===== src/logic/hm_defs.svh =====
`ifndef HM_DEFS_SVH
`define HM_DEFS_SVH

// address split: | tag | index | line offset |
`define HM_ADDR_W    16
`define HM_OFFSET_W  4
`define HM_INDEX_W   4
`define HM_TAG_W     8

// bit positions of the fields inside an address
`define HM_INDEX_LSB (`HM_OFFSET_W)
`define HM_TAG_LSB   (`HM_OFFSET_W + `HM_INDEX_W)

// set and way geometry
`define HM_NUM_SETS  (1 << `HM_INDEX_W)
`define HM_NUM_WAYS  2

// descriptor ids and per-id miss counters
`define HM_ID_W      2
`define HM_NUM_IDS   (1 << `HM_ID_W)
`define HM_CNT_W     3
// counter saturates here, the unit stalls at this value
`define HM_CNT_MAX   ((1 << `HM_CNT_W) - 1)

`endif


===== src/logic/hm_addr_pkg.sv =====
`include "hm_defs.svh"

package hm_addr_pkg;

  ////////////////////
  // address fields
  ////////////////////

  // full access address
  typedef logic [`HM_ADDR_W-1:0]  addr_t;
  // tag part, compared against the tag store
  typedef logic [`HM_TAG_W-1:0]   tag_t;
  // set index
  typedef logic [`HM_INDEX_W-1:0] index_t;

  ////////////////////
  // descriptor bookkeeping
  ////////////////////

  // descriptor id
  typedef logic [`HM_ID_W-1:0]    id_t;
  // outstanding misses of one id
  typedef logic [`HM_CNT_W-1:0]   cnt_t;

endpackage


===== src/logic/hm_ctrl_pkg.sv =====
`include "hm_defs.svh"

package hm_ctrl_pkg;

  // one-hot way select, bit n is way n
  typedef logic [`HM_NUM_WAYS-1:0] way_ind_t;

  ////////////////////
  // state machines
  ////////////////////

  // tag store: sweep over all sets after reset, then serve lookups
  typedef enum logic {
    INIT_CLEAR,
    READY
  } store_state_e;

  // hit/miss unit: empty, or holding one descriptor
  typedef enum logic {
    IDLE,
    HOLD
  } unit_state_e;

endpackage


===== src/logic/tag_store.sv =====
`include "hm_defs.svh"

module tag_store
  import hm_addr_pkg::*;
  import hm_ctrl_pkg::*;
(
  input  logic     clk_i,
  input  logic     rst_n_i,
  input  logic     lookup_valid_i,
  input  addr_t    lookup_addr_i,
  input  logic     lookup_rw_i,
  output logic     store_ready_o,
  output logic     res_hit_o,
  output way_ind_t res_way_o,
  output logic     res_evict_o,
  output tag_t     res_evict_tag_o
);

  store_state_e state_q;
  store_state_e state_d;
  // set that gets cleared in this cycle during the sweep
  index_t       clear_idx_q;

  // per set and way storage
  tag_t                                      tag_q [`HM_NUM_SETS][`HM_NUM_WAYS];
  logic [`HM_NUM_SETS-1:0][`HM_NUM_WAYS-1:0] valid_q;
  logic [`HM_NUM_SETS-1:0][`HM_NUM_WAYS-1:0] dirty_q;
  // round robin victim pointer, one per set
  logic [`HM_NUM_SETS-1:0]                   victim_q;

  index_t   lu_index;
  tag_t     lu_tag;
  way_ind_t hit_vec;
  logic     lu_hit;
  logic     vic_sel;
  way_ind_t vic_ind;
  logic     vic_evict;
  logic     do_lookup;

  ////////////////////
  // lookup compare
  ////////////////////

  assign lu_index = lookup_addr_i[`HM_INDEX_LSB +: `HM_INDEX_W];
  assign lu_tag   = lookup_addr_i[`HM_TAG_LSB +: `HM_TAG_W];

  // a way hits when it is valid and its tag matches
  always_comb begin
    for (int w = 0; w < `HM_NUM_WAYS; w++) begin
      hit_vec[w] = valid_q[lu_index][w] && (tag_q[lu_index][w] == lu_tag);
    end
  end

  assign lu_hit    = |hit_vec;
  assign vic_sel   = victim_q[lu_index];
  assign vic_ind   = way_ind_t'(1) << vic_sel;
  // only a dirty line has to be written back
  assign vic_evict = valid_q[lu_index][vic_sel] & dirty_q[lu_index][vic_sel];

  ////////////////////
  // init sweep
  ////////////////////

  assign store_ready_o = (state_q == READY);
  // lookups are ignored while clearing
  assign do_lookup     = lookup_valid_i & store_ready_o;

  always_comb begin
    state_d = state_q;
    // last set cleared, open up for lookups
    if ((state_q == INIT_CLEAR) && (clear_idx_q == index_t'(`HM_NUM_SETS - 1))) begin
      state_d = READY;
    end
  end

  always_ff @(posedge clk_i or negedge rst_n_i) begin
    if (!rst_n_i) begin
      state_q     <= INIT_CLEAR;
      clear_idx_q <= '0;
    end else begin
      state_q <= state_d;
      if (state_q == INIT_CLEAR) begin
        clear_idx_q <= clear_idx_q + 1'b1;
      end
    end
  end

  ////////////////////
  // array update
  ////////////////////

  always_ff @(posedge clk_i) begin
    if (state_q == INIT_CLEAR) begin
      // tags stay, an invalid way never hits
      valid_q[clear_idx_q]  <= '0;
      dirty_q[clear_idx_q]  <= '0;
      victim_q[clear_idx_q] <= 1'b0;
    end else if (do_lookup) begin
      if (lu_hit) begin
        // a write hit marks the line dirty
        if (lookup_rw_i) begin
          dirty_q[lu_index] <= dirty_q[lu_index] | hit_vec;
        end
      end else begin
        // install the new tag over the victim
        tag_q[lu_index][vic_sel]   <= lu_tag;
        valid_q[lu_index][vic_sel] <= 1'b1;
        dirty_q[lu_index][vic_sel] <= lookup_rw_i;
        victim_q[lu_index]         <= ~vic_sel;
      end
    end
  end

  // result holds until the next lookup
  always_ff @(posedge clk_i) begin
    if (do_lookup) begin
      res_hit_o       <= lu_hit;
      res_way_o       <= lu_hit ? hit_vec : vic_ind;
      res_evict_o     <= ~lu_hit & vic_evict;
      res_evict_tag_o <= tag_q[lu_index][vic_sel];
    end
  end

endmodule


===== src/logic/miss_counters.sv =====
`include "hm_defs.svh"

module miss_counters
  import hm_addr_pkg::*;
(
  input  logic clk_i,
  input  logic rst_n_i,
  input  logic up_valid_i,
  input  id_t  up_id_i,
  input  logic down_valid_i,
  input  id_t  down_id_i,
  input  id_t  query_id_i,
  output logic to_miss_o,
  output logic stall_o
);

  // outstanding misses per id
  cnt_t                   cnt_q [`HM_NUM_IDS];
  logic [`HM_NUM_IDS-1:0] up_sel;
  logic [`HM_NUM_IDS-1:0] down_sel;
  cnt_t                   query_cnt;

  // decode the events onto the counters
  always_comb begin
    for (int i = 0; i < `HM_NUM_IDS; i++) begin
      up_sel[i]   = up_valid_i & (up_id_i == id_t'(i));
      down_sel[i] = down_valid_i & (down_id_i == id_t'(i));
    end
  end

  always_ff @(posedge clk_i or negedge rst_n_i) begin
    if (!rst_n_i) begin
      for (int i = 0; i < `HM_NUM_IDS; i++) begin
        cnt_q[i] <= '0;
      end
    end else begin
      for (int i = 0; i < `HM_NUM_IDS; i++) begin
        // up and down together leave the count alone
        if (up_sel[i] && !down_sel[i] && (cnt_q[i] != cnt_t'(`HM_CNT_MAX))) begin
          cnt_q[i] <= cnt_q[i] + 1'b1;
        end else if (down_sel[i] && !up_sel[i] && (cnt_q[i] != '0)) begin
          cnt_q[i] <= cnt_q[i] - 1'b1;
        end
      end
    end
  end

  assign query_cnt = cnt_q[query_id_i];
  // misses of this id in flight, keep order through the miss port
  assign to_miss_o = (query_cnt != '0);
  // no room for one more miss of this id
  assign stall_o   = (query_cnt == cnt_t'(`HM_CNT_MAX));

endmodule


===== src/logic/line_lock_table.sv =====
`include "hm_defs.svh"

module line_lock_table
  import hm_addr_pkg::*;
  import hm_ctrl_pkg::*;
(
  input  logic     clk_i,
  input  logic     rst_n_i,
  input  logic     lock_valid_i,
  input  index_t   lock_index_i,
  input  way_ind_t lock_way_i,
  input  logic     unlock_valid_i,
  input  index_t   unlock_index_i,
  input  way_ind_t unlock_way_i,
  input  index_t   query_index_i,
  input  way_ind_t query_way_i,
  output logic     locked_o
);

  // one bit per line, set while the line is in use downstream
  logic [`HM_NUM_SETS-1:0][`HM_NUM_WAYS-1:0] lock_q;
  logic [`HM_NUM_SETS-1:0][`HM_NUM_WAYS-1:0] lock_d;

  ////////////////////
  // next lock state
  ////////////////////

  always_comb begin
    lock_d = lock_q;
    // clear first
    if (unlock_valid_i) begin
      lock_d[unlock_index_i] = lock_d[unlock_index_i] & ~unlock_way_i;
    end
    // so that a lock on the same bit wins
    if (lock_valid_i) begin
      lock_d[lock_index_i] = lock_d[lock_index_i] | lock_way_i;
    end
  end

  always_ff @(posedge clk_i or negedge rst_n_i) begin
    if (!rst_n_i) begin
      lock_q <= '0;
    end else begin
      lock_q <= lock_d;
    end
  end

  // any queried way still locked
  assign locked_o = |(lock_q[query_index_i] & query_way_i);

endmodule


===== src/logic/hit_miss_unit.sv =====
`include "hm_defs.svh"

module hit_miss_unit
  import hm_addr_pkg::*;
  import hm_ctrl_pkg::*;
(
  input  logic     clk_i,
  input  logic     rst_n_i,
  // descriptor input
  input  logic     in_valid_i,
  output logic     in_ready_o,
  input  addr_t    in_addr_i,
  input  id_t      in_id_i,
  input  logic     in_rw_i,
  // hit and miss ports, shared fields
  output logic     hit_valid_o,
  input  logic     hit_ready_i,
  output logic     miss_valid_o,
  input  logic     miss_ready_i,
  output addr_t    out_addr_o,
  output id_t      out_id_o,
  output logic     out_rw_o,
  output way_ind_t out_way_o,
  output logic     out_evict_o,
  output tag_t     out_evict_tag_o,
  output logic     out_refill_o,
  // line release from downstream
  input  logic     unlock_valid_i,
  input  index_t   unlock_index_i,
  input  way_ind_t unlock_way_i,
  // miss retired downstream
  input  logic     cnt_down_valid_i,
  input  id_t      cnt_down_id_i
);

  unit_state_e state_q;
  unit_state_e state_d;
  // held descriptor
  addr_t       addr_q;
  id_t         id_q;
  logic        rw_q;

  logic        store_ready;
  logic        res_hit;
  way_ind_t    res_way;
  logic        res_evict;
  tag_t        res_evict_tag;
  logic        to_miss;
  logic        cnt_stall;
  logic        locked;
  logic        can_send;
  logic        out_xfer;
  logic        accept;
  index_t      held_index;

  ////////////////////
  // dispatch control
  ////////////////////

  assign held_index = addr_q[`HM_INDEX_LSB +: `HM_INDEX_W];

  // line free and counter has room
  assign can_send     = (state_q == HOLD) & ~locked & ~cnt_stall;
  // hits go to the miss port while misses of the id are out
  assign hit_valid_o  = can_send & res_hit & ~to_miss;
  assign miss_valid_o = can_send & (~res_hit | to_miss);
  assign out_xfer     = (hit_valid_o & hit_ready_i) | (miss_valid_o & miss_ready_i);

  // take a new one when empty, or when the held one leaves now
  assign in_ready_o = in_valid_i & store_ready & ((state_q == IDLE) | out_xfer);
  assign accept     = in_valid_i & in_ready_o;

  always_comb begin
    state_d = state_q;
    if (accept) begin
      state_d = HOLD;
    end else if (out_xfer) begin
      state_d = IDLE;
    end
  end

  always_ff @(posedge clk_i or negedge rst_n_i) begin
    if (!rst_n_i) begin
      state_q <= IDLE;
    end else begin
      state_q <= state_d;
    end
  end

  always_ff @(posedge clk_i) begin
    if (accept) begin
      addr_q <= in_addr_i;
      id_q   <= in_id_i;
      rw_q   <= in_rw_i;
    end
  end

  // output fields, lookup result is held with the descriptor
  assign out_addr_o      = addr_q;
  assign out_id_o        = id_q;
  assign out_rw_o        = rw_q;
  assign out_way_o       = res_way;
  assign out_evict_o     = res_evict;
  assign out_evict_tag_o = res_evict_tag;
  assign out_refill_o    = ~res_hit;

  ////////////////////
  // submodules
  ////////////////////

  // lookup issued in the accept cycle
  tag_store i_tag_store (
    .clk_i           ( clk_i         ),
    .rst_n_i         ( rst_n_i       ),
    .lookup_valid_i  ( accept        ),
    .lookup_addr_i   ( in_addr_i     ),
    .lookup_rw_i     ( in_rw_i       ),
    .store_ready_o   ( store_ready   ),
    .res_hit_o       ( res_hit       ),
    .res_way_o       ( res_way       ),
    .res_evict_o     ( res_evict     ),
    .res_evict_tag_o ( res_evict_tag )
  );

  // count up on every miss port transfer
  miss_counters i_miss_counters (
    .clk_i        ( clk_i                       ),
    .rst_n_i      ( rst_n_i                     ),
    .up_valid_i   ( miss_valid_o & miss_ready_i ),
    .up_id_i      ( id_q                        ),
    .down_valid_i ( cnt_down_valid_i            ),
    .down_id_i    ( cnt_down_id_i               ),
    .query_id_i   ( id_q                        ),
    .to_miss_o    ( to_miss                     ),
    .stall_o      ( cnt_stall                   )
  );

  // line locked by every transfer on either port
  line_lock_table i_line_lock_table (
    .clk_i          ( clk_i          ),
    .rst_n_i        ( rst_n_i        ),
    .lock_valid_i   ( out_xfer       ),
    .lock_index_i   ( held_index     ),
    .lock_way_i     ( res_way        ),
    .unlock_valid_i ( unlock_valid_i ),
    .unlock_index_i ( unlock_index_i ),
    .unlock_way_i   ( unlock_way_i   ),
    .query_index_i  ( held_index     ),
    .query_way_i    ( res_way        ),
    .locked_o       ( locked         )
  );

endmodule


===== config.mk =====
export PLATFORM = sky130hd
export DESIGN_NAME = hit_miss_unit
export DESIGN_NICKNAME = d
export VERILOG_FILES = /design/src/logic/hm_addr_pkg.sv /design/src/logic/hm_ctrl_pkg.sv /design/src/logic/tag_store.sv /design/src/logic/miss_counters.sv /design/src/logic/line_lock_table.sv /design/src/logic/hit_miss_unit.sv
export VERILOG_INCLUDE_DIRS = /design/src /design/src/logic
export SDC_FILE = /design/constraint.sdc
export NUM_CORES = 1
export LEC_CHECK = 0
export BUFFER_PORTS_ARGS = -buffer_cell sky130_fd_sc_hd__buf_4
export CAP_MARGIN = 30
export CORE_MARGIN = 2
export CORE_UTILIZATION = 35
export DETAILED_ROUTE_END_ITERATION = 7
export GPL_ROUTABILITY_DRIVEN = 0
export GPL_TIMING_DRIVEN = 0
export MAX_ROUTING_LAYER = met4
export SYNTH_ARGS = -nofsm -noshare
export SYNTH_HDL_FRONTEND = slang
export SYNTH_SLANG_ARGS = --single-unit

===== constraint.sdc =====
create_clock -name clk_i -period 6.67 [get_ports clk_i]
set_input_delay 0.667 -clock clk_i [delete_from_list [all_inputs] [get_ports clk_i]]
set_output_delay 0.667 -clock clk_i [all_outputs]
set_load 0.05 [all_outputs]

==> impl_metrics.yaml <==
run_status:
  outcome: "finished, final reports clean"
clocking:
  cts.clk_slew.worst_paths_ns: 0.06
  cts_hold_buf: 0
  clock_path_buffers: 3
  cts_buffers: 45
  clock_latency_ns: 0.61
  cts_max_level: 2
  cts_setup_buffers: 0
  cts-root-buf: "clkbuf_16"
  cts_resized: 0
  cts_sinks: 417
  cts_tree: "built"
final_layout:
  layout_common_cells: "edfxtp_1, nand2_1, nor2_1"
  multi_input_area_mm2: 0.00840
  final_common_cell: "edfxtp_1"
  design_area_mm2: 0.0243
  final-seq-area_mm2: 0.0123
  drive_gt1_frac: 0.204
  syn2layout_area_growth_pct: 14.6
  final_core_util: 0.405
  final_nets: 1753
  n_fill_cell: 5583
routing:
  drt_iter0_markers: 1898
  first_pass_iters: 6
  vias_per_cell: 6.22
  post_drt_wl_per_cell_um: 26.5
  postRouteWirelength_um: 67100
  vias: 15700
  drc: 0
  drtAntennaViolNets: 0
die:
  rows: 90
  die_w_um: 250
  pin_count: 68
  start_util: 0.353
  core_mm2: 0.0601
  fp.dieH_um: 250
  die-area_mm2: 0.0627
worst_setup_path:
  r2r_slack_ns: 0.96
  reg2reg_depth: 12
  startpoint: "out_addr_o[5]"
  timing.rr.start: "out_addr_o[5]"
  endpoint_kind: "flip-flop"
  crit_type: "flip-flop to flip-flop"
  path_max_fanout: 16
  startpoint_type: "flip-flop"
  worstPathArrival_ns: 5.91
  critPathSlowestCell: "nor2_1"
  crit_chain: "clkbuf_1 -> clkbuf_1 -> mux2i_1 -> nand3_1 -> nand3_1 -> nand4_1 -> o21a_1 -> nor2_2 -> buf_16 -> nand4_1 -> buf_2 -> nor2_1"
  worst_ep_required_time_ns: 6.87
  cpPeakStageDelay_ns: 0.77
  timing.rr.end: "i_tag_store.tag_q[15][11]"
logic_synthesis:
  synth.top_cell.area_share: 0.519
  netlist_area_mm2: 0.0212
  ys_types: 76
  synth_nets: 1635
  synth_edf_count: 367
  ys.flop_type: "edfxtp_1"
  yosys.area.top_type: "edfxtp_1"
  yosys-top-cells-area: "edfxtp_1, mux4_2, dfrtp_1"
  ys_ff_latch: 417
  syn_area_per_cell_um2: 13.3
  async_flop_share: 0.120
  seq_area_frac_synth: 0.578
  synthCells: 1593
  synth_warnings: 0
timing:
  finalSetupTns_ns: 0
  drv_slew: 0
  final_hold_viol_count: 0
  finClkSkew_ns: 0.0399
  post-route-min-period_ns: 5.71
  relSlewSlack: 0.293
  setup_viol: 0
  worstMarginPinSlew_ns: 1.05
  max_freq_mhz: 175
  hold_ws_ns: 0.129
  timing.final.crit_share: 0.856
  rsz0062_at_grt: "false"
power:
  clockPowerShare: 0.315
  comb_power_share: 0.261
  p_total_w: 0.00796
  switching_share: 0.334
  p_leak_nw: 8.02
  switchingPower_w: 0.00266
  power.density_mw_per_mm2: 327
  power_frac_seq: 0.424
  peakVddDrop_uv: 240
  intPower_w: 0.00530
place:
  dp_hpwl_um: 46700
  portBuffers: 64
  dpl_cell_area_mm2: 0.0229
global_route:
  grt_pass1_vias: 15600
  grt_pass1_wl_um: 99300
  grt_max_degree: 51
  grt_antenna_before_repair: 1
  overflow: 0
  track_usage: 0.216
min_path:
  hp-class: "input pin to asynchronous set/reset pin"
flow_run:
  drv_cap: 0
[per-stage QoR]
| stage | instances | setup slack [ns] |
|---|---|---|
| after global routing | 2530 | 0.752 |
| after global placement | 2439 | -0.645 |
| after floorplan | 1593 | 1.65 |
| after detailed placement | 2446 | 0.910 |
| after CTS | 2529 | 1.08 |
| final | 2530 | 0.962 |
[cell usage after synthesis (5+ instances only)]
master,instances
edfxtp_1,367
nand2_1,128
nor2_1,109
o21ai_0,107
mux4_2,99
mux2i_1,88
a21oi_1,60
clkbuf_1,58
nor3_1,57
dfrtp_1,50
mux2_2,41
a32o_1,33
nand3_1,28
o211ai_1,24
inv_1,21
nand2b_1,21
buf_2,20
o22ai_1,17
buf_4,16
nor2b_1,16
o311ai_0,16
a31oi_1,15
and2_1,13
buf_1,13
xnor2_1,12
a211oi_1,10
o32ai_1,9
or3_1,8
a22o_1,7
buf_6,7
a22oi_1,6
and3_1,6
nand4_1,6
nor4_1,6
o21a_1,6
or4_1,6
a21boi_0,5
[state kept, by name, summed over array words and instances (netlist names)]
| register | flops |
|---|---|
| i_tag_store.tag_q | 256 |
| i_tag_store.valid_q | 32 |
| out_id_o | 2 |
| out_addr_o | 16 |
| i_tag_store.dirty_q | 32 |
| i_tag_store.res_hit_o | 1 |
| i_tag_store.res_way_o | 2 |
| i_tag_store.clear_idx_q | 4 |
| state_q | 1 |
| i_tag_store.res_evict_tag_o | 8 |
| i_miss_counters.cnt_q | 12 |
| i_tag_store.res_evict_o | 1 |
| out_rw_o | 1 |
| i_line_lock_table.lock_q | 32 |
| i_tag_store.store_ready_o | 1 |
| i_tag_store.victim_q | 16 |
[critical path: cells and delay by family (launching register included)]
kind / cells / cell delay [ns]
compound gates: 1 / 0.40
simple gates: 6 / 2.26
buf+inv: 4 / 1.93
mux: 1 / 0.37
flops: 1 / 0.35
[worst max-delay path by stage]
stage                                           end  slack, ns  depth (start not counted)
final                     i_tag_store.tag_q[15][11]       0.96                         12
after global routing        i_tag_store.tag_q[5][5]       0.75                         13
after CTS                   i_tag_store.tag_q[5][5]       1.08                         13
after detailed placement  i_tag_store.tag_q[15][11]       0.91                         11
after global placement     i_tag_store.tag_q[11][7]      -0.65                         11
after floorplan              i_tag_store.valid_q[0]       1.65                         10
[cell families (layout without fill, tap and decap cells)]
group	after synthesis	after routing	synth area share
other	0	1	0
AO/OA/AOI/OAI	359	359	0.116
multiplexers	228	228	0.168
XOR/XNOR	15	15	0.00618
buffers and inverters	140	294	0.0313
adder cells (fa/ha/maj)	8	8	0.00612
AND/OR/NAND/NOR	426	426	0.0952
flip-flops	417	417	0.578
[power groups by stage]
stage | Clock [W] | Combinational, W | Sequential, W
finish | 0.00251 | 0.00208 | 0.00337
global route | 0.00265 | 0.00220 | 0.00340
floorplan | 0 | 0.00122 | 0.00351
CTS | 0.00253 | 0.00204 | 0.00336
global placement | 0 | 0.00194 | 0.00341
detailed placement | 0 | 0.00203 | 0.00342
[area by class of cell]
class | count | area share
Tap cell | 782 | 0.0402
Multi-Input combinational cell | 1036 | 0.345
Buffer | 116 | 0.0236
Inverter | 24 | 0.00370
Clock buffer | 60 | 0.0494
Sequential cell | 417 | 0.504
Antenna cell | 1 | 0.000103
Clock inverter | 23 | 0.0108
Timing Repair Buffer | 71 | 0.0231
[routing by layer]
layer | wire, um | track usage
met3 | 7130 | 0.0525
met5 | 0 | -
met1 | 26200 | 0.275
met2 | 31100 | 0.338
met4 | 2730 | 0.0748
Power figures use the tool's default switching activity.
